--- src/logic/sig_gen_pkg.sv ---
package sig_gen_pkg;

	// One real or imaginary component.
	localparam int SAMPLE_W = 16;

	// Complex sample, imaginary in the upper half.
	localparam int CPLX_W = 2 * SAMPLE_W;

	// Envelope memory address, also the width of the length field.
	localparam int ADDR_W = 16;

	// Command word.
	localparam int CMD_W = 64;

	// Command field positions.
	localparam int CMD_ADDR_LSB = 0;
	localparam int CMD_LEN_LSB = 16;
	localparam int CMD_GAIN_LSB = 32;
	localparam int CMD_SRC_LSB = 48;
	localparam int CMD_STDY_BIT = 50;

	// Output source select.
	localparam int SRC_W = 2;
	localparam logic [SRC_W-1:0] SRC_PROD = 2'd0;
	localparam logic [SRC_W-1:0] SRC_CARRIER = 2'd1;
	localparam logic [SRC_W-1:0] SRC_ENV = 2'd2;
	localparam logic [SRC_W-1:0] SRC_ZERO = 2'd3;

	// Register stages inside one lane, input sample to output.
	localparam int LANE_LAT = 5;

endpackage
--- src/logic/sig_ctrl_if.sv ---
interface sig_ctrl_if;

	// Gain applied after the source mux.
	logic [sig_gen_pkg::SAMPLE_W-1:0] gain;

	// Source select and steady mode.
	logic [sig_gen_pkg::SRC_W-1:0] src;
	logic stdy;

	// High while a command streams samples.
	logic en;

	modport ctrl (output gain, output src, output stdy, output en);
	modport align_in (input gain, input src, input stdy, input en);
	modport lane (input gain, input src, input stdy, input en);

endinterface

--- src/logic/ctrl_align.sv ---
module ctrl_align #(
	parameter int MEM_LAT = 2
) (
	input  logic        clk,
	input  logic        rstn,
	sig_ctrl_if.align_in src_side,
	sig_ctrl_if.ctrl     lane_side
);

	// Memory latency plus the lane stage where each field is read.
	localparam int SRC_DLY  = MEM_LAT + sig_gen_pkg::LANE_LAT - 3;
	localparam int GAIN_DLY = MEM_LAT + sig_gen_pkg::LANE_LAT - 2;
	localparam int STDY_DLY = MEM_LAT + sig_gen_pkg::LANE_LAT - 1;

	logic [sig_gen_pkg::SRC_W-1:0]    src_q  [SRC_DLY];
	logic [sig_gen_pkg::SAMPLE_W-1:0] gain_q [GAIN_DLY];
	logic                             en_q   [GAIN_DLY];
	logic                             stdy_q [STDY_DLY];

	always_ff @(posedge clk) begin
		if (!rstn) begin
			for (int i = 0; i < SRC_DLY; i++) begin
				src_q[i] <= '0;
			end
			for (int i = 0; i < GAIN_DLY; i++) begin
				gain_q[i] <= '0;
				en_q[i]   <= 1'b0;
			end
			for (int i = 0; i < STDY_DLY; i++) begin
				stdy_q[i] <= 1'b0;
			end
		end else begin
			src_q[0]  <= src_side.src;
			gain_q[0] <= src_side.gain;
			en_q[0]   <= src_side.en;
			stdy_q[0] <= src_side.stdy;
			for (int i = 1; i < SRC_DLY; i++) begin
				src_q[i] <= src_q[i-1];
			end
			for (int i = 1; i < GAIN_DLY; i++) begin
				gain_q[i] <= gain_q[i-1];
				en_q[i]   <= en_q[i-1];
			end
			for (int i = 1; i < STDY_DLY; i++) begin
				stdy_q[i] <= stdy_q[i-1];
			end
		end
	end

	// Src at the mux, gain and en at the gain stage, stdy at the output.
	assign lane_side.src  = src_q[SRC_DLY-1];
	assign lane_side.gain = gain_q[GAIN_DLY-1];
	assign lane_side.en   = en_q[GAIN_DLY-1];
	assign lane_side.stdy = stdy_q[STDY_DLY-1];

endmodule

--- src/flat_wrapper.sv ---
// flat-port wrapper written by rule: the top's interface ports become plain ports
module ctrl_align_flat 
#(
	parameter int MEM_LAT = 2
)
  (clk, rstn, src_side_gain, src_side_src, src_side_stdy, src_side_en, lane_side_gain, lane_side_src, lane_side_stdy, lane_side_en);
  sig_ctrl_if src_side_i ();
  sig_ctrl_if lane_side_i ();
  input  logic clk;
  input  logic rstn;
  input wire logic [$bits(src_side_i.gain)-1:0] src_side_gain;
  input wire logic [$bits(src_side_i.src)-1:0] src_side_src;
  input wire logic [$bits(src_side_i.stdy)-1:0] src_side_stdy;
  input wire logic [$bits(src_side_i.en)-1:0] src_side_en;
  output wire logic [$bits(lane_side_i.gain)-1:0] lane_side_gain;
  output wire logic [$bits(lane_side_i.src)-1:0] lane_side_src;
  output wire logic [$bits(lane_side_i.stdy)-1:0] lane_side_stdy;
  output wire logic [$bits(lane_side_i.en)-1:0] lane_side_en;
  assign src_side_i.gain = src_side_gain;
  assign src_side_i.src = src_side_src;
  assign src_side_i.stdy = src_side_stdy;
  assign src_side_i.en = src_side_en;
  assign lane_side_gain = lane_side_i.gain;
  assign lane_side_src = lane_side_i.src;
  assign lane_side_stdy = lane_side_i.stdy;
  assign lane_side_en = lane_side_i.en;
  ctrl_align #(.MEM_LAT(MEM_LAT)) u_core (.clk(clk), .rstn(rstn), .src_side(src_side_i), .lane_side(lane_side_i));
endmodule
--- config.mk ---
export PLATFORM = sky130hd
export DESIGN_NAME = ctrl_align_flat
export DESIGN_NICKNAME = d
export VERILOG_FILES = /design/src/logic/sig_gen_pkg.sv /design/src/logic/sig_ctrl_if.sv /design/src/logic/ctrl_align.sv /design/src/flat_wrapper.sv
export SDC_FILE = /design/constraint.sdc
export NUM_CORES = 1
export LEC_CHECK = 0
export ABC_AREA = 0
export BUFFER_PORTS_ARGS = -buffer_cell sky130_fd_sc_hd__buf_2
export CAP_MARGIN = 5
export CORE_MARGIN = 10
export CORE_UTILIZATION = 55
export CTS_CLUSTER_SIZE = 10
export DETAILED_ROUTE_END_ITERATION = 6
export GPL_TIMING_DRIVEN = 0
export PLACE_DENSITY = 0.84
export SLEW_MARGIN = 20
export SYNTH_ARGS = -nofsm -noshare
export SYNTH_HDL_FRONTEND = slang
export SYNTH_SLANG_ARGS = --single-unit
--- constraint.sdc ---
create_clock -name clk -period 1.7 [get_ports clk]
set_input_delay 0.34 -clock clk [delete_from_list [all_inputs] [get_ports clk]]
set_output_delay 0.34 -clock clk [all_outputs]
set_load 0.05 [all_outputs]
==> metrics.txt <==
setup_tns=0 ps; site row count=25; area of the multi-input gates=619 sq um; endpoints failing hold=0; gpl congestion=0.657; overall routing resource usage=0.0861; CTS sink cnt=99; first-pass GRT wire length=5.74 mm; worst-skew pair later-pin latency=340 ps; RSZ-0062 raised after global routing=false; global route total overflow=0; Synthesized Nets=246; required time of the critical path=1360 ps; register clock-pin slew on the reported worst setup and hold paths=90 ps; Startpoint Class=register; Worst Skew=7.43 ps; H-tree levels=3; Residual DRC=0; Yosys cell types=5; Slew @ Worst Pin=254 ps; sequential share of the synthesized area=0.713; slowest CP cell=dfxtp_1; synth warn=0; Syn Std Cell Area=2780 sq um; max-cap viol count=0; Max Root-Sink Buffers=2; vias in the first global route=1,371; vias=1,334; CTS Buf Count=9; antenna violations before repair=0; Avg Cell Area, Syn=12.4 sq um; CTS tree=built; Post-DP HPWL=2.30 mm; ANT nets after route=0; number of setup buffers added after CTS=0; CP Max Fanout=1; Area Growth Syn to Fin=18.9%; Routed wire per std cell=9.19 microns; die width=91.1 microns; P_leak=1.54 nW; share of post-route cells with drive strength above 1=0.289; post-CTS resize count=0; post-route clock period utilization=0.789; main area contributors after synthesis=dfxtp_1 71%, and2_1 22%, buf_4 4.6%; Nets=297; synthesized netlist cell count=224; Rel. slew slack=0.832; Max IR drop VDD=0.000986 V; Worst setup EP type=output pin; area of placed instances=3060 sq um; post-synth top area cell=dfxtp_1; pin count of the biggest net entering global routing=16; Buf+Inv Stages, Crit Path=2; WP data arrival=1000 ps; core area=4820 sq um; max-slew violation count=0; detailed-route wire length=3.19 mm; top-area cell type share of the netlist area=0.713; Reg area=1980 sq um; DIE AREA=8300 sq um; PortBufs=40; Initial Util=0.577; crit path time final=1340 ps; FILL cells=361; Worst Hold Class=in -> reg; Top delay family on crit path=buffers and inverters; Ports=42; status=completed; Crit path largest cell delay=320 ps; cells along the critical path=buf_4 -> buf_2; Crit Path Class=reg -> out; # diodes=0; Clk Tree Root Cell=clkbuf_8; pwr/cell area=1280 nW/um^2; most frequent cells in the layout=99 x and2_1, 99 x dfxtp_1, 48 x buf_2; final instance area=3310 sq um; #FFs+latches synth=99; DR pass1 iterations=2; Die Ht=91.1 microns; Starting DRT DRC Count=24; cts hold-fix bufs=0; f_max=746 MHz; Final setup viols=0; via/cell ratio=3.84
[cell usage after synthesis]
cell and count:
buf_6 1, and2_1 99, buf_2 8, buf_4 17, dfxtp_1 99
[routing by layer]
layer / routed length, microns / track usage / up-vias / part of all wire
met5: 0 / 0 / - / 0
met4: 65 / 0.0548 / 0 / 0.020
met3: 284 / 0.0543 / 6 / 0.089
met2: 1390 / 0.131 / 36 / 0.44
met1: 1450 / 0.0872 / 540 / 0.45
li1: - / - / 752 / -
[cell type report]
type                            instances  area share
Multi-Input combinational cell         99       0.187
Buffer                                 26      0.0541
Sequential cell                        99       0.600
Timing Repair Buffer                   40      0.0606
Clock buffer                           11      0.0428
Tap cell                               67      0.0254
Clock inverter                          5      0.0303
[path summary, 6_finish.rpt]
kind | from | slack [ps] | end | cells past startpoint
min | src_side_stdy | 200 | u_core.stdy_q[0][0]$_SDFF_PN0_ | 2
min reg2reg | u_core.gain_q[0][30]$_SDFF_PN0_ | 430 | u_core.gain_q[0][46]$_SDFF_PN0_ | 1
max reg2reg | u_core.src_q[1][1]$_SDFF_PN0_ | 1140 | u_core.src_q[2][1]$_SDFF_PN0_ | 1
max | u_core.gain_q[0][68]$_SDFF_PN0_ | 360 | lane_side_gain[4] | 2
[per-stage QoR]
step	cells	hold slack (ps)	util	setup slack, ps	total power, mW
floorplan	224	406	-	773	2.54
global placement	331	410	0.636	736	2.58
detailed placement	331	418	0.636	716	2.58
CTS	347	177	0.686	335	4.27
global route	347	173	0.686	295	4.40
finish	347	196	0.686	359	4.23
[cell families after synthesis]
family	synth area share
and+or+nand+nor	0.223
buffers and inverters	0.0644
DFF	0.713
[power breakdown]
part	switching [mW]	internal (mW)	total (mW)
combinational	0.0591	0.0668	0.126
sequential	0.0121	2.38	2.40
clock	0.692	1.01	1.70
[sequential cells by signal (all words and copies together), names as in the netlist]
name / cells
u_core.en_q: 5
u_core.gain_q: 80
u_core.src_q: 8
u_core.stdy_q: 6
(Power assumes the default switching activity.)
