`src/logic/sig_gen_pkg.sv`:
```
package sig_gen_pkg;

	// One real or imaginary component.
	localparam int SAMPLE_W = 16;

	// Complex sample, imaginary in the upper half.
	localparam int CPLX_W = 2 * SAMPLE_W;

	// Envelope memory address, also the width of the length field.
	localparam int ADDR_W = 16;

	// Command word.
	localparam int CMD_W = 64;

	// Command field positions.
	localparam int CMD_ADDR_LSB = 0;
	localparam int CMD_LEN_LSB = 16;
	localparam int CMD_GAIN_LSB = 32;
	localparam int CMD_SRC_LSB = 48;
	localparam int CMD_STDY_BIT = 50;

	// Output source select.
	localparam int SRC_W = 2;
	localparam logic [SRC_W-1:0] SRC_PROD = 2'd0;
	localparam logic [SRC_W-1:0] SRC_CARRIER = 2'd1;
	localparam logic [SRC_W-1:0] SRC_ENV = 2'd2;
	localparam logic [SRC_W-1:0] SRC_ZERO = 2'd3;

	// Register stages inside one lane, input sample to output.
	localparam int LANE_LAT = 5;

endpackage
```
`src/logic/sig_ctrl_if.sv`:
```
interface sig_ctrl_if;

	// Gain applied after the source mux.
	logic [sig_gen_pkg::SAMPLE_W-1:0] gain;

	// Source select and steady mode.
	logic [sig_gen_pkg::SRC_W-1:0] src;
	logic stdy;

	// High while a command streams samples.
	logic en;

	modport ctrl (output gain, output src, output stdy, output en);
	modport align_in (input gain, input src, input stdy, input en);
	modport lane (input gain, input src, input stdy, input en);

endinterface

```
`src/logic/sig_lane.sv`:
```
module sig_lane (
	input  logic                             clk,
	input  logic                             rstn,
	input  logic [sig_gen_pkg::CPLX_W-1:0]   carrier_i,
	input  logic [sig_gen_pkg::SAMPLE_W-1:0] env_real_i,
	input  logic [sig_gen_pkg::SAMPLE_W-1:0] env_imag_i,
	input  logic                             outsel_i,
	sig_ctrl_if.lane                         ctrl,
	output logic [sig_gen_pkg::SAMPLE_W-1:0] dout_o
);

	// Stage 1 registers the inputs.
	logic signed [sig_gen_pkg::SAMPLE_W-1:0] car_re_q;
	logic signed [sig_gen_pkg::SAMPLE_W-1:0] car_im_q;
	logic signed [sig_gen_pkg::SAMPLE_W-1:0] env_re_q;
	logic signed [sig_gen_pkg::SAMPLE_W-1:0] env_im_q;

	// Stage 2 holds partial products and delayed raw samples.
	logic signed [sig_gen_pkg::CPLX_W-1:0] pp_rr_q;
	logic signed [sig_gen_pkg::CPLX_W-1:0] pp_ii_q;
	logic signed [sig_gen_pkg::CPLX_W-1:0] pp_ri_q;
	logic signed [sig_gen_pkg::CPLX_W-1:0] pp_ir_q;
	logic [sig_gen_pkg::CPLX_W-1:0]        car2_q;
	logic [sig_gen_pkg::CPLX_W-1:0]        env2_q;

	// Stage 3 forms the product and the source mux.
	logic signed [sig_gen_pkg::CPLX_W-1:0] sum_re;
	logic signed [sig_gen_pkg::CPLX_W-1:0] sum_im;
	logic [sig_gen_pkg::CPLX_W-1:0]        prod;
	logic [sig_gen_pkg::CPLX_W-1:0]        sel;
	logic [sig_gen_pkg::CPLX_W-1:0]        mux_q;

	// Stage 4 holds the gain products.
	logic signed [sig_gen_pkg::CPLX_W-1:0] gp_re_q;
	logic signed [sig_gen_pkg::CPLX_W-1:0] gp_im_q;

	// Stage 5 selects the part into the output register.
	logic                             en_q;
	logic [sig_gen_pkg::SAMPLE_W-1:0] part;
	logic [sig_gen_pkg::SAMPLE_W-1:0] dout_q;

	always_ff @(posedge clk) begin
		car_re_q <= carrier_i[sig_gen_pkg::SAMPLE_W-1:0];
		car_im_q <= carrier_i[sig_gen_pkg::CPLX_W-1:sig_gen_pkg::SAMPLE_W];
		env_re_q <= env_real_i;
		env_im_q <= env_imag_i;

		pp_rr_q <= car_re_q * env_re_q;
		pp_ii_q <= car_im_q * env_im_q;
		pp_ri_q <= car_re_q * env_im_q;
		pp_ir_q <= car_im_q * env_re_q;
		car2_q  <= {car_im_q, car_re_q};
		env2_q  <= {env_im_q, env_re_q};

		mux_q <= sel;

		// Products hold between commands.
		if (ctrl.en) begin
			gp_re_q <= $signed(mux_q[sig_gen_pkg::SAMPLE_W-1:0]) * $signed(ctrl.gain);
			gp_im_q <= $signed(mux_q[sig_gen_pkg::CPLX_W-1:sig_gen_pkg::SAMPLE_W])
				* $signed(ctrl.gain);
		end
	end

	// Upper half of each sum of (a+jb)(c+jd).
	assign sum_re = pp_rr_q - pp_ii_q;
	assign sum_im = pp_ri_q + pp_ir_q;
	assign prod = {sum_im[sig_gen_pkg::CPLX_W-1:sig_gen_pkg::SAMPLE_W],
		sum_re[sig_gen_pkg::CPLX_W-1:sig_gen_pkg::SAMPLE_W]};

	always_comb begin
		case (ctrl.src)
			sig_gen_pkg::SRC_PROD:    sel = prod;
			sig_gen_pkg::SRC_CARRIER: sel = car2_q;
			sig_gen_pkg::SRC_ENV:     sel = env2_q;
			sig_gen_pkg::SRC_ZERO:    sel = '0;
		endcase
	end

	// Drop the duplicate sign bit to keep Q15.
	assign part = outsel_i
		? gp_im_q[sig_gen_pkg::CPLX_W-2:sig_gen_pkg::SAMPLE_W-1]
		: gp_re_q[sig_gen_pkg::CPLX_W-2:sig_gen_pkg::SAMPLE_W-1];

	always_ff @(posedge clk) begin
		if (!rstn) begin
			en_q   <= 1'b0;
			dout_q <= '0;
		end else begin
			en_q <= ctrl.en;
			if (en_q) begin
				dout_q <= part;
			end else if (ctrl.stdy) begin
				dout_q <= '0;
			end
		end
	end

	assign dout_o = dout_q;

endmodule

```
`src/flat_wrapper.sv`:
```
// flat-port wrapper written by rule: the top's interface ports become plain ports
module sig_lane_flat 
  (clk, rstn, carrier_i, env_real_i, env_imag_i, outsel_i, dout_o, ctrl_gain, ctrl_src, ctrl_stdy, ctrl_en);
  sig_ctrl_if ctrl_i ();
  input  logic clk;
  input  logic rstn;
  input  logic [sig_gen_pkg::CPLX_W-1:0] carrier_i;
  input  logic [sig_gen_pkg::SAMPLE_W-1:0] env_real_i;
  input  logic [sig_gen_pkg::SAMPLE_W-1:0] env_imag_i;
  input  logic outsel_i;
  output logic [sig_gen_pkg::SAMPLE_W-1:0] dout_o;
  input wire logic [$bits(ctrl_i.gain)-1:0] ctrl_gain;
  input wire logic [$bits(ctrl_i.src)-1:0] ctrl_src;
  input wire logic [$bits(ctrl_i.stdy)-1:0] ctrl_stdy;
  input wire logic [$bits(ctrl_i.en)-1:0] ctrl_en;
  assign ctrl_i.gain = ctrl_gain;
  assign ctrl_i.src = ctrl_src;
  assign ctrl_i.stdy = ctrl_stdy;
  assign ctrl_i.en = ctrl_en;
  sig_lane u_core (.clk(clk), .rstn(rstn), .carrier_i(carrier_i), .env_real_i(env_real_i), .env_imag_i(env_imag_i), .outsel_i(outsel_i), .ctrl(ctrl_i), .dout_o(dout_o));
endmodule
```
`config.mk`:
```
export PLATFORM = sky130hd
export DESIGN_NAME = sig_lane_flat
export DESIGN_NICKNAME = d
export VERILOG_FILES = /design/src/logic/sig_gen_pkg.sv /design/src/logic/sig_ctrl_if.sv /design/src/logic/sig_lane.sv /design/src/flat_wrapper.sv
export SDC_FILE = /design/constraint.sdc
export NUM_CORES = 2
export LEC_CHECK = 0
export BUFFER_PORTS_ARGS = -buffer_cell sky130_fd_sc_hd__clkbuf_2
export CAP_MARGIN = 0
export CORE_MARGIN = 8
export CORE_UTILIZATION = 67
export DETAILED_ROUTE_END_ITERATION = 8
export PLACE_DENSITY_LB_ADDON = 0.05
export SETUP_SLACK_MARGIN = 0.05
export SYNTH_ARGS = -nofsm -noshare
export SYNTH_HDL_FRONTEND = slang
export SYNTH_SLANG_ARGS = --single-unit
export TNS_END_PERCENT = 1
```
`constraint.sdc`:
```
create_clock -name clk -period 14.13 [get_ports clk]
set_input_delay 0.7065 -clock clk [delete_from_list [all_inputs] [get_ports clk]]
set_output_delay 0.7065 -clock clk [all_outputs]
set_load 0.005 [all_outputs]
```
==> results by group <==
Outcome
  – Status: finished clean

Setup path
  – Stages on the worst setup path: 23
  – Most Frequent Cell on Critical Path: fa_1
  – Critical path, cell by cell: buf_4 -> and2_1 -> fa_1 -> inv_1 -> fa_1 -> fa_1 -> inv_1 -> fa_1 -> fa_1 -> inv_1 -> fa_1 -> inv_1 -> ha_1 -> a21o_1 -> a21o_1 -> a221o_1 -> a21oi_2 -> o211a_1 -> o221ai_2 -> o41a_1 -> a21o_1 -> a21oi_1 -> xnor2_1
  – Setup crit end: u_core.pp_ir_q[31]$_DFF_P_
  – CP Class: register to register
  – Crit-path max cell delay: 1.09 ns
  – CP startpoint kind: register
  – CP Capture Type: register
  – Critical Path Fanout Max: 18
  – WP data arrival: 8.22 ns
  – R2r endpoint: u_core.pp_ir_q[31]$_DFF_P_
  – Slowest cell on crit path: dfxtp_1
  – Cell family with most CP delay: adder cells
  – Origin of the worst setup path: u_core.env_re_q[6]$_DFF_P_
  – Worst r2r src: u_core.env_re_q[6]$_DFF_P_
  – Worst reg2reg setup slack: between 6 and 7 ns
  – Register-to-Register Path Depth: 23
  – Worst path buffer plus inverter count: 5
  – Worst EP required: 14.68 ns

Route
  – First-pass DRT Iterations: 5
  – Antenna Nets Post-Route: 0
  – Vias per inst: 5.55
  – Drt total wl: 163000 um
  – Total number of vias: 46528
  – Iter 0 DRT Violations: 2310
  – Remaining DRCs: 0
  – WL/cell: 19.5 um

Logic synthesis
  – Synthesized instance count: 7116
  – Fraction of registers with async set/reset: 0%
  – Netlist cell types: 71
  – Post-synth top flop: dfxtp_1
  – Synth Register Bits: 337
  – Syn_area_per_cell: 9.50 um^2
  – Cell area after synthesis: 0.0676 mm^2
  – Post-Syn Nets: 9303
  – EDFF count, synth: 32
  – YS warnings: 0
  – Post-synthesis sequential area ratio: 10.5%

Clocking
  – CTS tree: done
  – Worst skew pair latency: 0.64 ns
  – Post-CTS Hold Fix Bufs: 0
  – CTS buffer count: between 40 and 50
  – Post-CTS setup buffers: 0
  – Post_cts resized: 0
  – Sink Count: 337
  – Worst-case clock buffer depth: 3
  – H-Tree Depth: 2
  – Worst-path clk slew: 0.07 ns
  – Clock Tree Root: clkbuf_16

Global routing
  – Vias in the first global route: 52923
  – Initial antenna violation count: 10
  – Largest net degree at the start of global routing: 49
  – Overflow after GRT: 0
  – GRT Util Overall: 30.5%
  – First-pass GRT wire length: 269000 um

STA
  – Final worst path period share: between 50% and 60%
  – Max Fclk: 130 MHz
  – Slew Limit Headroom: 22.3%
  – Final setup fails: 0
  – Crit path time final: 7.67 ns
  – Final Hold Fails: 0
  – Final Max Slew Viols: 0
  – Worst Hold Slack: 0.157 ns
  – Worst slew pin tran: 1.16 ns
  – RSZ-0062 raised after global routing: false
  – Fin Setup TNS: 0 ns
  – Clock Skew: 0.0599 ns

Cells and area
  – P&R area growth vs syn: 4.73%
  – Final nets: 9233
  – Share of post-route cells with drive strength above 1: slightly above 4%
  – Fill cell count: between 7000 and 8000
  – Non-Filler Instances: 8378

Floorplanning
  – Row count: 116
  – Core region area: 0.100 mm^2
  – Io pins: 103
  – Starting Density: 67.6%
  – Chip height: 334 um
  – Die footprint: 0.111 mm^2
  – Die extent in x: 334 um

Placement
  – Buffers on Ports: 102
  – Cells after DPL: 8298
  – Placer Congestion: 0.910
  – Detailed placer's ending HPWL: 125000 um

Hold path
  – Hold Path Class: input pin to register

Run
  – Max-Cap Viols: 0
[worst min path at each step]
| stage | startpoint | slack (ns) | endpoint | cells past startpoint |
|---|---|---|---|---|
| 2_1_floorplan | u_core.car_re_q[0]$_DFF_P_ | 0.37 | u_core.car2_q[0]$_DFF_P_ | 0 |
| 3_3_place_gp | u_core.env2_q[1]$_DFF_P_ | 0.41 | u_core.mux_q[1]$_DFF_P_ | 2 |
| 3_5_place_dp | u_core.env2_q[5]$_DFF_P_ | 0.41 | u_core.mux_q[5]$_DFF_P_ | 2 |
| 4_1_cts | carrier_i[22] | 0.12 | u_core.car_im_q[6]$_DFF_P_ | 1 |
| 5_1_grt | env_imag_i[5] | 0.13 | u_core.env_im_q[5]$_DFF_P_ | 1 |
| 6_report | carrier_i[20] | 0.16 | u_core.car_im_q[4]$_DFF_P_ | 1 |
[cell usage after synthesis (all sizes together), types with 5 or more instances]
| library cell | n | area, um^2 |
|---|---|---|
| nor3b | 18 | 135 |
| o21bai | 21 | 158 |
| mux2i | 9 | 90.1 |
| clkbuf | 293 | 1100 |
| nor2 | 156 | 586 |
| a21oi | 159 | 807 |
| inv | 1751 | 6570 |
| nand2 | 809 | 3040 |
| or2 | 6 | 37.5 |
| a21o | 77 | 578 |
| o211ai | 10 | 75.1 |
| dfxtp | 305 | 6110 |
| mux2 | 16 | 180 |
| buf | 5 | 18.8 |
| xor2 | 50 | 438 |
| nand2b | 45 | 282 |
| xnor2 | 176 | 1540 |
| nand3b | 11 | 82.6 |
| a211oi | 16 | 120 |
| and4 | 5 | 43.8 |
| o31ai | 7 | 52.6 |
| o21a | 23 | 173 |
| o2111ai | 5 | 43.8 |
| a21boi | 7 | 52.6 |
| and2 | 719 | 4500 |
| a31oi | 14 | 103 |
| fa | 1558 | 31200 |
| edfxtp | 32 | 961 |
| and3 | 17 | 106 |
| nor2b | 27 | 169 |
| nor3 | 20 | 100 |
| a211o | 13 | 114 |
| ha | 542 | 6780 |
| nand4 | 11 | 68.8 |
| nand3 | 26 | 130 |
| a22oi | 13 | 97.6 |
| o21ai | 93 | 465 |
[routing by layer]
metal / wire (um) / global-route usage [%]
met1: 60500 / 35.0
met2: 86300 / 56.9
met3: 8650 / 3.89
met4: 8000 / 13.2
met5: 0 / 0
[metrics by stage]
step | utilization (%) | cell area, um^2 | setup WS [ns]
after floorplan | - | 67600 | 7.49
after global placement | 69.2 | 69200 | 6.61
after detailed placement | 69.2 | 69200 | 6.50
after CTS | 70.8 | 70800 | 6.57
after global routing | 70.8 | 70800 | 6.30
final | 70.8 | 70800 | 6.46
[layout make-up]
type	instances	area [um^2]	share of cell area [%]
inverter	1751	6570	9.29
timing repair buffer	182	1110	1.57
multi-input combinational	4730	52800	74.6
clock inverter	20	339	0.479
tap	1298	1620	2.29
sequential	337	7070	9.99
antenna	1	2.50	0.00354
clock buffer	59	1230	1.74
[kinds of logic after synthesis]
family	Yosys count	share of synthesized area [%]
mux	25	0.400
fa+ha+maj	2100	56.2
xor+xnor	226	2.93
buf+inv	2049	11.4
simple gates	1876	13.8
compound gates	503	4.85
flops	337	10.5
[sequential cells by signal, summed over array words and instances (netlist names), 32 cells and up]
| signal | count |
|---|---|
| u_core.car2_q | 32 |
| u_core.env2_q | 32 |
| u_core.mux_q | 32 |
| u_core.pp_ii_q | 32 |
| u_core.pp_ir_q | 32 |
| u_core.pp_ri_q | 32 |
| u_core.pp_rr_q | 32 |
[cell usage in the layout, fill, tap and decap left out, types with 6 or more instances in the layout]
cell       netlist  routed
clkbuf_2         0     102
buf_4            0      80
clkbuf_1       293       9
mux2_2          16      16
o21bai_1        21      21
mux2i_1          9       9
fa_1          1558    1558
nand2b_1        45      45
and3_1          17      17
o21ai_0         87      87
a22oi_1         13      13
or2_2            6       6
clkbuf_16        0      45
nand4_1         11      11
nand3b_1        11      11
a211oi_1        16      16
nor3_1          20      20
nand3_1         26      26
and2_1         719     719
edfxtp_1        32      32
bufinv_16        0       7
a31oi_1         13      13
nor2b_1         27      25
inv_1         1751    1751
xor2_1          50      50
nor2_1         156     156
a21o_1          77      77
ha_1           542     542
nor3b_1         18      18
a211o_1         13      13
dfxtp_1        305     305
o31ai_1          7       7
o211ai_1        10      10
o21a_1          23      23
xnor2_1        176     176
a21oi_1        156     156
o21ai_1          6       6
nand2_1        809     809
a21boi_0         6       6
Power is left out: the tool's default activity adds up to more than one toggle a clock period on the data nets, which glitch-free logic cannot reach.
