### config.mk
export PLATFORM = sky130hd
export DESIGN_NAME = pulse_ctrl_flat
export DESIGN_NICKNAME = d
export VERILOG_FILES = /design/src/logic/sig_gen_pkg.sv /design/src/logic/sig_ctrl_if.sv /design/src/logic/pulse_ctrl.sv /design/src/flat_wrapper.sv
export SDC_FILE = /design/constraint.sdc
export NUM_CORES = 1
export LEC_CHECK = 0
export ABC_AREA = 1
export CAP_MARGIN = 20
export CORE_MARGIN = 2
export CORE_UTILIZATION = 30
export CTS_CLUSTER_SIZE = 28
export DETAILED_ROUTE_END_ITERATION = 8
export DONT_BUFFER_PORTS = 1
export GPL_TIMING_DRIVEN = 0
export PLACE_DENSITY = 0.55
export SETUP_SLACK_MARGIN = 0.02
export SLEW_MARGIN = 20
export SYNTH_ARGS = -nofsm -noshare
export SYNTH_HDL_FRONTEND = slang
export SYNTH_SLANG_ARGS = --single-unit
export TNS_END_PERCENT = 100
### constraint.sdc
create_clock -name clk -period 2.2 [get_ports clk]
set_input_delay 0.11 -clock clk [delete_from_list [all_inputs] [get_ports clk]]
set_output_delay 0.11 -clock clk [all_outputs]
set_load 0.01 [all_outputs]
### src/logic/sig_gen_pkg.sv
package sig_gen_pkg;

	// One real or imaginary component.
	localparam int SAMPLE_W = 16;

	// Complex sample, imaginary in the upper half.
	localparam int CPLX_W = 2 * SAMPLE_W;

	// Envelope memory address, also the width of the length field.
	localparam int ADDR_W = 16;

	// Command word.
	localparam int CMD_W = 64;

	// Command field positions.
	localparam int CMD_ADDR_LSB = 0;
	localparam int CMD_LEN_LSB = 16;
	localparam int CMD_GAIN_LSB = 32;
	localparam int CMD_SRC_LSB = 48;
	localparam int CMD_STDY_BIT = 50;

	// Output source select.
	localparam int SRC_W = 2;
	localparam logic [SRC_W-1:0] SRC_PROD = 2'd0;
	localparam logic [SRC_W-1:0] SRC_CARRIER = 2'd1;
	localparam logic [SRC_W-1:0] SRC_ENV = 2'd2;
	localparam logic [SRC_W-1:0] SRC_ZERO = 2'd3;

	// Register stages inside one lane, input sample to output.
	localparam int LANE_LAT = 5;

endpackage
### src/logic/sig_ctrl_if.sv
interface sig_ctrl_if;

	// Gain applied after the source mux.
	logic [sig_gen_pkg::SAMPLE_W-1:0] gain;

	// Source select and steady mode.
	logic [sig_gen_pkg::SRC_W-1:0] src;
	logic stdy;

	// High while a command streams samples.
	logic en;

	modport ctrl (output gain, output src, output stdy, output en);
	modport align_in (input gain, input src, input stdy, input en);
	modport lane (input gain, input src, input stdy, input en);

endinterface

### src/logic/pulse_ctrl.sv
module pulse_ctrl (
	input  logic                             clk,
	input  logic                             rstn,
	input  logic                             fifo_empty_i,
	input  logic [sig_gen_pkg::CMD_W-1:0]    fifo_dout_i,
	output logic                             fifo_rd_en_o,
	output logic [sig_gen_pkg::ADDR_W-1:0]   mem_addr_o,
	sig_ctrl_if.ctrl                         ctrl
);

	// Command fields, valid while the FIFO is not empty.
	logic [sig_gen_pkg::ADDR_W-1:0]   cmd_start;
	logic [sig_gen_pkg::ADDR_W-1:0]   cmd_len;
	logic [sig_gen_pkg::SAMPLE_W-1:0] cmd_gain;
	logic [sig_gen_pkg::SRC_W-1:0]    cmd_src;
	logic                             cmd_stdy;

	// FSM state, high while addresses are swept.
	logic run_q;
	logic rd_en_q;
	logic pop;

	logic [sig_gen_pkg::ADDR_W-1:0]   addr_q;
	logic [sig_gen_pkg::ADDR_W-1:0]   left_q;
	logic [sig_gen_pkg::SAMPLE_W-1:0] gain_q;
	logic [sig_gen_pkg::SRC_W-1:0]    src_q;
	logic                             stdy_q;

	assign cmd_start = fifo_dout_i[sig_gen_pkg::CMD_ADDR_LSB +: sig_gen_pkg::ADDR_W];
	assign cmd_len   = fifo_dout_i[sig_gen_pkg::CMD_LEN_LSB +: sig_gen_pkg::ADDR_W];
	assign cmd_gain  = fifo_dout_i[sig_gen_pkg::CMD_GAIN_LSB +: sig_gen_pkg::SAMPLE_W];
	assign cmd_src   = fifo_dout_i[sig_gen_pkg::CMD_SRC_LSB +: sig_gen_pkg::SRC_W];
	assign cmd_stdy  = fifo_dout_i[sig_gen_pkg::CMD_STDY_BIT];

	// The strobe just issued has not popped the word yet.
	assign pop = !run_q && !rd_en_q && !fifo_empty_i;

	always_ff @(posedge clk) begin
		if (!rstn) begin
			run_q   <= 1'b0;
			rd_en_q <= 1'b0;
			addr_q  <= '0;
			left_q  <= '0;
			gain_q  <= '0;
			src_q   <= '0;
			stdy_q  <= 1'b0;
		end else begin
			rd_en_q <= pop;
			if (pop) begin
				stdy_q <= cmd_stdy;
				// Zero length only changes steady mode.
				if (cmd_len != '0) begin
					run_q  <= 1'b1;
					addr_q <= cmd_start;
					left_q <= cmd_len - 1'b1;
					gain_q <= cmd_gain;
					src_q  <= cmd_src;
				end
			end else if (run_q) begin
				if (left_q == '0) begin
					run_q <= 1'b0;
				end else begin
					addr_q <= addr_q + 1'b1;
					left_q <= left_q - 1'b1;
				end
			end
		end
	end

	assign fifo_rd_en_o = rd_en_q;
	assign mem_addr_o   = addr_q;

	// Control fields leave with the address they belong to.
	assign ctrl.gain = gain_q;
	assign ctrl.src  = src_q;
	assign ctrl.stdy = stdy_q;
	assign ctrl.en   = run_q;

endmodule

### src/flat_wrapper.sv
// flat-port wrapper written by rule: the top's interface ports become plain ports
module pulse_ctrl_flat 
  (clk, rstn, fifo_empty_i, fifo_dout_i, fifo_rd_en_o, mem_addr_o, ctrl_gain, ctrl_src, ctrl_stdy, ctrl_en);
  sig_ctrl_if ctrl_i ();
  input  logic clk;
  input  logic rstn;
  input  logic fifo_empty_i;
  input  logic [sig_gen_pkg::CMD_W-1:0] fifo_dout_i;
  output logic fifo_rd_en_o;
  output logic [sig_gen_pkg::ADDR_W-1:0] mem_addr_o;
  output wire logic [$bits(ctrl_i.gain)-1:0] ctrl_gain;
  output wire logic [$bits(ctrl_i.src)-1:0] ctrl_src;
  output wire logic [$bits(ctrl_i.stdy)-1:0] ctrl_stdy;
  output wire logic [$bits(ctrl_i.en)-1:0] ctrl_en;
  assign ctrl_gain = ctrl_i.gain;
  assign ctrl_src = ctrl_i.src;
  assign ctrl_stdy = ctrl_i.stdy;
  assign ctrl_en = ctrl_i.en;
  pulse_ctrl u_core (.clk(clk), .rstn(rstn), .fifo_empty_i(fifo_empty_i), .fifo_dout_i(fifo_dout_i), .fifo_rd_en_o(fifo_rd_en_o), .mem_addr_o(mem_addr_o), .ctrl(ctrl_i));
endmodule
==> flow_summary.rst <==
.. list-table::
   :header-rows: 1

   * - Metric
     - Value
   * - Layout fillers
     - 1,180
   * - Number of nets in the layout
     - 623
   * - Most instantiated cells after synthesis
     - sky130_fd_sc_hd__nand2_1, sky130_fd_sc_hd__nor2_1, sky130_fd_sc_hd__inv_1
   * - Post-synth EDFFs
     - 0
   * - Leakage Power
     - 1.710 nW
   * - Net Count, Synth
     - 597
   * - Port Buffer Count
     - 0
   * - Total cell area at the placement stage
     - 0.003448 mm2
   * - Num CTS Buffers
     - 5
   * - Main area contributors after synthesis
     - sky130_fd_sc_hd__dfxtp_1, sky130_fd_sc_hd__nand2_1, sky130_fd_sc_hd__nor2_1
   * - Capture point of the worst reg-to-reg path
     - u_core.left_q[10]
   * - Largest net degree at the start of global routing
     - 17
   * - Worst Hold Endpoint
     - u_core.mem_addr_o[4]
   * - Largest delay share family, worst path
     - simple AND/OR/NAND/NOR gates
   * - Wire length of the first global-routing pass
     - 14.92 mm
   * - Stages on worst setup path
     - 12
   * - Antenna cells
     - 0
   * - Count of max-cap constraint violations
     - 0
   * - Estimated wirelength of the detail-placed design
     - 7.607 mm
   * - Maximum clock insertion buffer count
     - 2
   * - Clock tree root buffer cell
     - sky130_fd_sc_hd__clkbuf_8
   * - 1st-pass router iterations
     - 5
   * - Post-synth cell types
     - 31
   * - Buffers inserted by post-CTS timing repair
     - 0
   * - Seq/Total Area, Yosys
     - 0.3242
   * - Via count
     - 3,353
   * - Initial DRC count
     - 151
   * - Startpoint of the worst register-to-register path
     - u_core.ctrl.en
   * - Final Setup Violations
     - 0
   * - Number of antenna violations at the first check in global routing
     - 0
   * - Die outline area
     - 0.01176 mm2
   * - Critical path endpoint category
     - register
   * - Worst Clk Skew
     - 0.006778 ns
   * - Depth of the worst register-to-register path
     - 12
   * - Arrival time at the worst endpoint
     - 2.21 ns
   * - Clock transition at the registers of the reported paths
     - 0.10 ns
   * - Number of levels the H-tree was split into
     - 2
   * - Die outline height
     - 108.5 um
   * - Post-layout min period
     - 1.993 ns
   * - Yosys warning total
     - 0
   * - Wire length after detailed routing
     - 9.929 mm
   * - Type of the worst min-delay path
     - primary input to register
   * - Worst-Skew Late Latency
     - 0.31 ns
   * - Setup repair after global routing missed its margin
     - no
   * - Max-slew violation count
     - 0
   * - Overall routing resource usage
     - 0.1640
   * - Worst endpoint required time
     - 2.42 ns
   * - Width of the die
     - 108.5 um
   * - Finished layout cell area
     - 0.003780 mm2
   * - Effective utilization at floorplan
     - 0.3046
   * - Wire length per cell
     - 14.29 um
   * - Period utilisation layout
     - 0.9061
   * - Series of cell instances along the critical path
     - nor2_4, buf_6, nand3_1, nand2_1, ha_1, nand3_4, nor2_4, nand2_2, o21ai_1, nand3_1, nand2_1, inv_1
   * - Count of standard-cell rows
     - 38
   * - Antenna viol nets, final
     - 0
   * - Synthesized cell area
     - 0.003273 mm2
   * - Synthesized flop and latch total
     - 53
   * - Worst path max stage delay
     - 0.37 ns
   * - Post-synth top area share
     - 0.3242
   * - Number of clock sinks
     - 53
   * - Hold_ws
     - 0.02676 ns
   * - Count of final hold-check violations
     - 0
   * - Most common flop cell mapped by yosys
     - sky130_fd_sc_hd__dfxtp_1
   * - Vias per cell
     - 4.824
   * - Worst slew pin tran
     - 0.5511 ns
   * - Setup TNS after final layout
     - 0 ns
   * - Critical Path Start Type
     - register
   * - Placeable core region
     - 0.01075 mm2
   * - Max IR drop VDD
     - 0.0003073 V
   * - Tot Pwr
     - 2.915 mW
   * - CTS tree
     - done
   * - Post-synthesis instance total
     - 528
   * - Global-route congestion overflow total
     - 0
   * - Number of global-route vias before repair
     - 3,069
   * - Setup Crit Path Kind
     - register to register
   * - IO Pins
     - 104
   * - Number of cells on the worst hold path
     - 4
   * - Register-to-Register Setup Slack
     - 0.21 ns
   * - Post-synthesis async set-or-reset flop share
     - 0
   * - Cell area power density
     - 771.2 mW/mm2
   * - Most frequently used cell type in the post-synthesis netlist
     - sky130_fd_sc_hd__nand2_1
   * - Number of DRC violations after detailed routing
     - 0
   * - Dominant cell type by area after synthesis
     - sky130_fd_sc_hd__dfxtp_1
   * - Routability Congestion
     - 0.8784
   * - CP max-delay cell
     - sky130_fd_sc_hd__dfxtp_2
   * - Share of cells above drive strength 1
     - 0.1081
   * - FMAX
     - 501.7 MHz
   * - Relative area change from synthesis to final layout
     - 15.48%
   * - Result of the run
     - finished clean
   * - Avg Inst Size Synth
     - 6.199 um2
   * - Hold Crit Start
     - fifo_dout_i[4]
   * - Post-Place Worst Slack
     - 0.03325 ns
   * - Worst slew margin relative to its limit
     - 0.6326
   * - Max FO, Critical Path
     - 10
   * - Post-route setup slack
     - 0.2067 ns
   * - Number of buffer and inverter instances along the worst setup path
     - 2
kinds of logic (layout without fill, tap and decap cells):
logic type,after synthesis,count (layout),synth area share
AOI/OAI and AO/OA,76,76,0.1216
xor gates and xnor gates,6,6,0.01605
adders and majority gates,2,2,0.007644
buffers and inverters,86,113,0.1124
DFF,53,53,0.3242
and+or+nand+nor,305,305,0.4182
worst max path at each step:
stage / startpoint / slack, ns / to
after global routing: u_core.ctrl.en / 0.04 / u_core.left_q[10]
after detailed placement: u_core.ctrl.en / 0.03 / u_core.left_q[14]
after global placement: u_core.ctrl.en / 0.04 / u_core.left_q[14]
final: u_core.ctrl.en / 0.21 / u_core.left_q[10]
after floorplan: u_core.ctrl.en / 0.43 / u_core.left_q[6]
after CTS: u_core.ctrl.en / 0.09 / u_core.left_q[10]
cell type report:
class / instances / area [um2] / area share
flip-flops and latches: 53 / 1064 / 0.2814
plain buffers: 22 / 127.6 / 0.03376
clock buffers: 5 / 68.82 / 0.01821
inverters: 64 / 240.2 / 0.06355
clock inverters: 3 / 65.06 / 0.01721
multi-input cells: 389 / 1849 / 0.4892
well taps: 140 / 175.2 / 0.04634
repair buffers: 19 / 190.2 / 0.05031
stage by stage:
| stage | cells | util |
|---|---|---|
| after floorplan | 528 | - |
| after global placement | 668 | 0.3209 |
| after detailed placement | 668 | 0.3209 |
| after CTS | 695 | 0.3515 |
| after global routing | 695 | 0.3518 |
| final | 695 | 0.3518 |
cell usage in the layout, fill, tap and decap left out, types with 2 or more instances in the layout:
| cell type | n |
|---|---|
| sky130_fd_sc_hd__inv_2 | 3 |
| sky130_fd_sc_hd__dfxtp_1 | 51 |
| sky130_fd_sc_hd__nand2_4 | 2 |
| sky130_fd_sc_hd__o22ai_1 | 2 |
| sky130_fd_sc_hd__xor2_1 | 5 |
| sky130_fd_sc_hd__bufinv_16 | 2 |
| sky130_fd_sc_hd__nand4_1 | 12 |
| sky130_fd_sc_hd__o21bai_1 | 3 |
| sky130_fd_sc_hd__nor3_1 | 5 |
| sky130_fd_sc_hd__nand2_2 | 13 |
| sky130_fd_sc_hd__nand3_2 | 3 |
| sky130_fd_sc_hd__a21oi_1 | 21 |
| sky130_fd_sc_hd__nor2_1 | 85 |
| sky130_fd_sc_hd__clkbuf_8 | 5 |
| sky130_fd_sc_hd__buf_6 | 3 |
| sky130_fd_sc_hd__buf_2 | 9 |
| sky130_fd_sc_hd__nor2_2 | 5 |
| sky130_fd_sc_hd__inv_1 | 61 |
| sky130_fd_sc_hd__nand3_1 | 43 |
| sky130_fd_sc_hd__dfxtp_2 | 2 |
| sky130_fd_sc_hd__ha_1 | 2 |
| sky130_fd_sc_hd__buf_4 | 3 |
| sky130_fd_sc_hd__or2_2 | 3 |
| sky130_fd_sc_hd__a31oi_1 | 2 |
| sky130_fd_sc_hd__dlygate4sd3_1 | 19 |
| sky130_fd_sc_hd__o21ai_0 | 41 |
| sky130_fd_sc_hd__o21ai_1 | 5 |
| sky130_fd_sc_hd__clkbuf_1 | 7 |
| sky130_fd_sc_hd__nand2_1 | 127 |
| sky130_fd_sc_hd__nor2_4 | 4 |
registers in the layout, indices dropped and copies added (netlist names):
name	count
u_core.ctrl.gain	16
u_core.left_q	16
u_core.mem_addr_o	16
u_core.ctrl.src	2
u_core.ctrl.en	1
u_core.ctrl.stdy	1
u_core.fifo_rd_en_o	1
metal layers:
metal	GRT usage	vias up	share of wire
li1	-	1727	-
met1	0.1870	1511	0.43
met2	0.2902	96	0.47
met3	0.04461	19	0.074
met4	0.06227	0	0.026
met5	0	-	0
report_power, final:
part | switching (mW) | internal (mW) | total, mW
combinational | 0.589 | 0.314 | 0.903
sequential | 0.129 | 1.08 | 1.21
clock | 0.350 | 0.453 | 0.803
total | 1.07 | 1.85 | 2.92
worst register-to-register path: stages, from the launching register on:
cell and delay [ns]:
sky130_fd_sc_hd__dfxtp_2 0.37, sky130_fd_sc_hd__nor2_4 0.17, sky130_fd_sc_hd__buf_6 0.15, sky130_fd_sc_hd__nand3_1 0.11
sky130_fd_sc_hd__nand2_1 0.14, sky130_fd_sc_hd__ha_1 0.25, sky130_fd_sc_hd__nand3_4 0.12, sky130_fd_sc_hd__nor2_4 0.20
sky130_fd_sc_hd__nand2_2 0.08, sky130_fd_sc_hd__o21ai_1 0.12, sky130_fd_sc_hd__nand3_1 0.08, sky130_fd_sc_hd__nand2_1 0.07
sky130_fd_sc_hd__inv_1 0.03
timing repair:
item	4_1_cts	5_1_grt
endpoints found under the setup margin	1	4
cloned	0	0
endpoints found under the hold margin	19	0
gates resized for setup	1	2
hold buffers	19	0
Power figures use the tool's default switching activity.
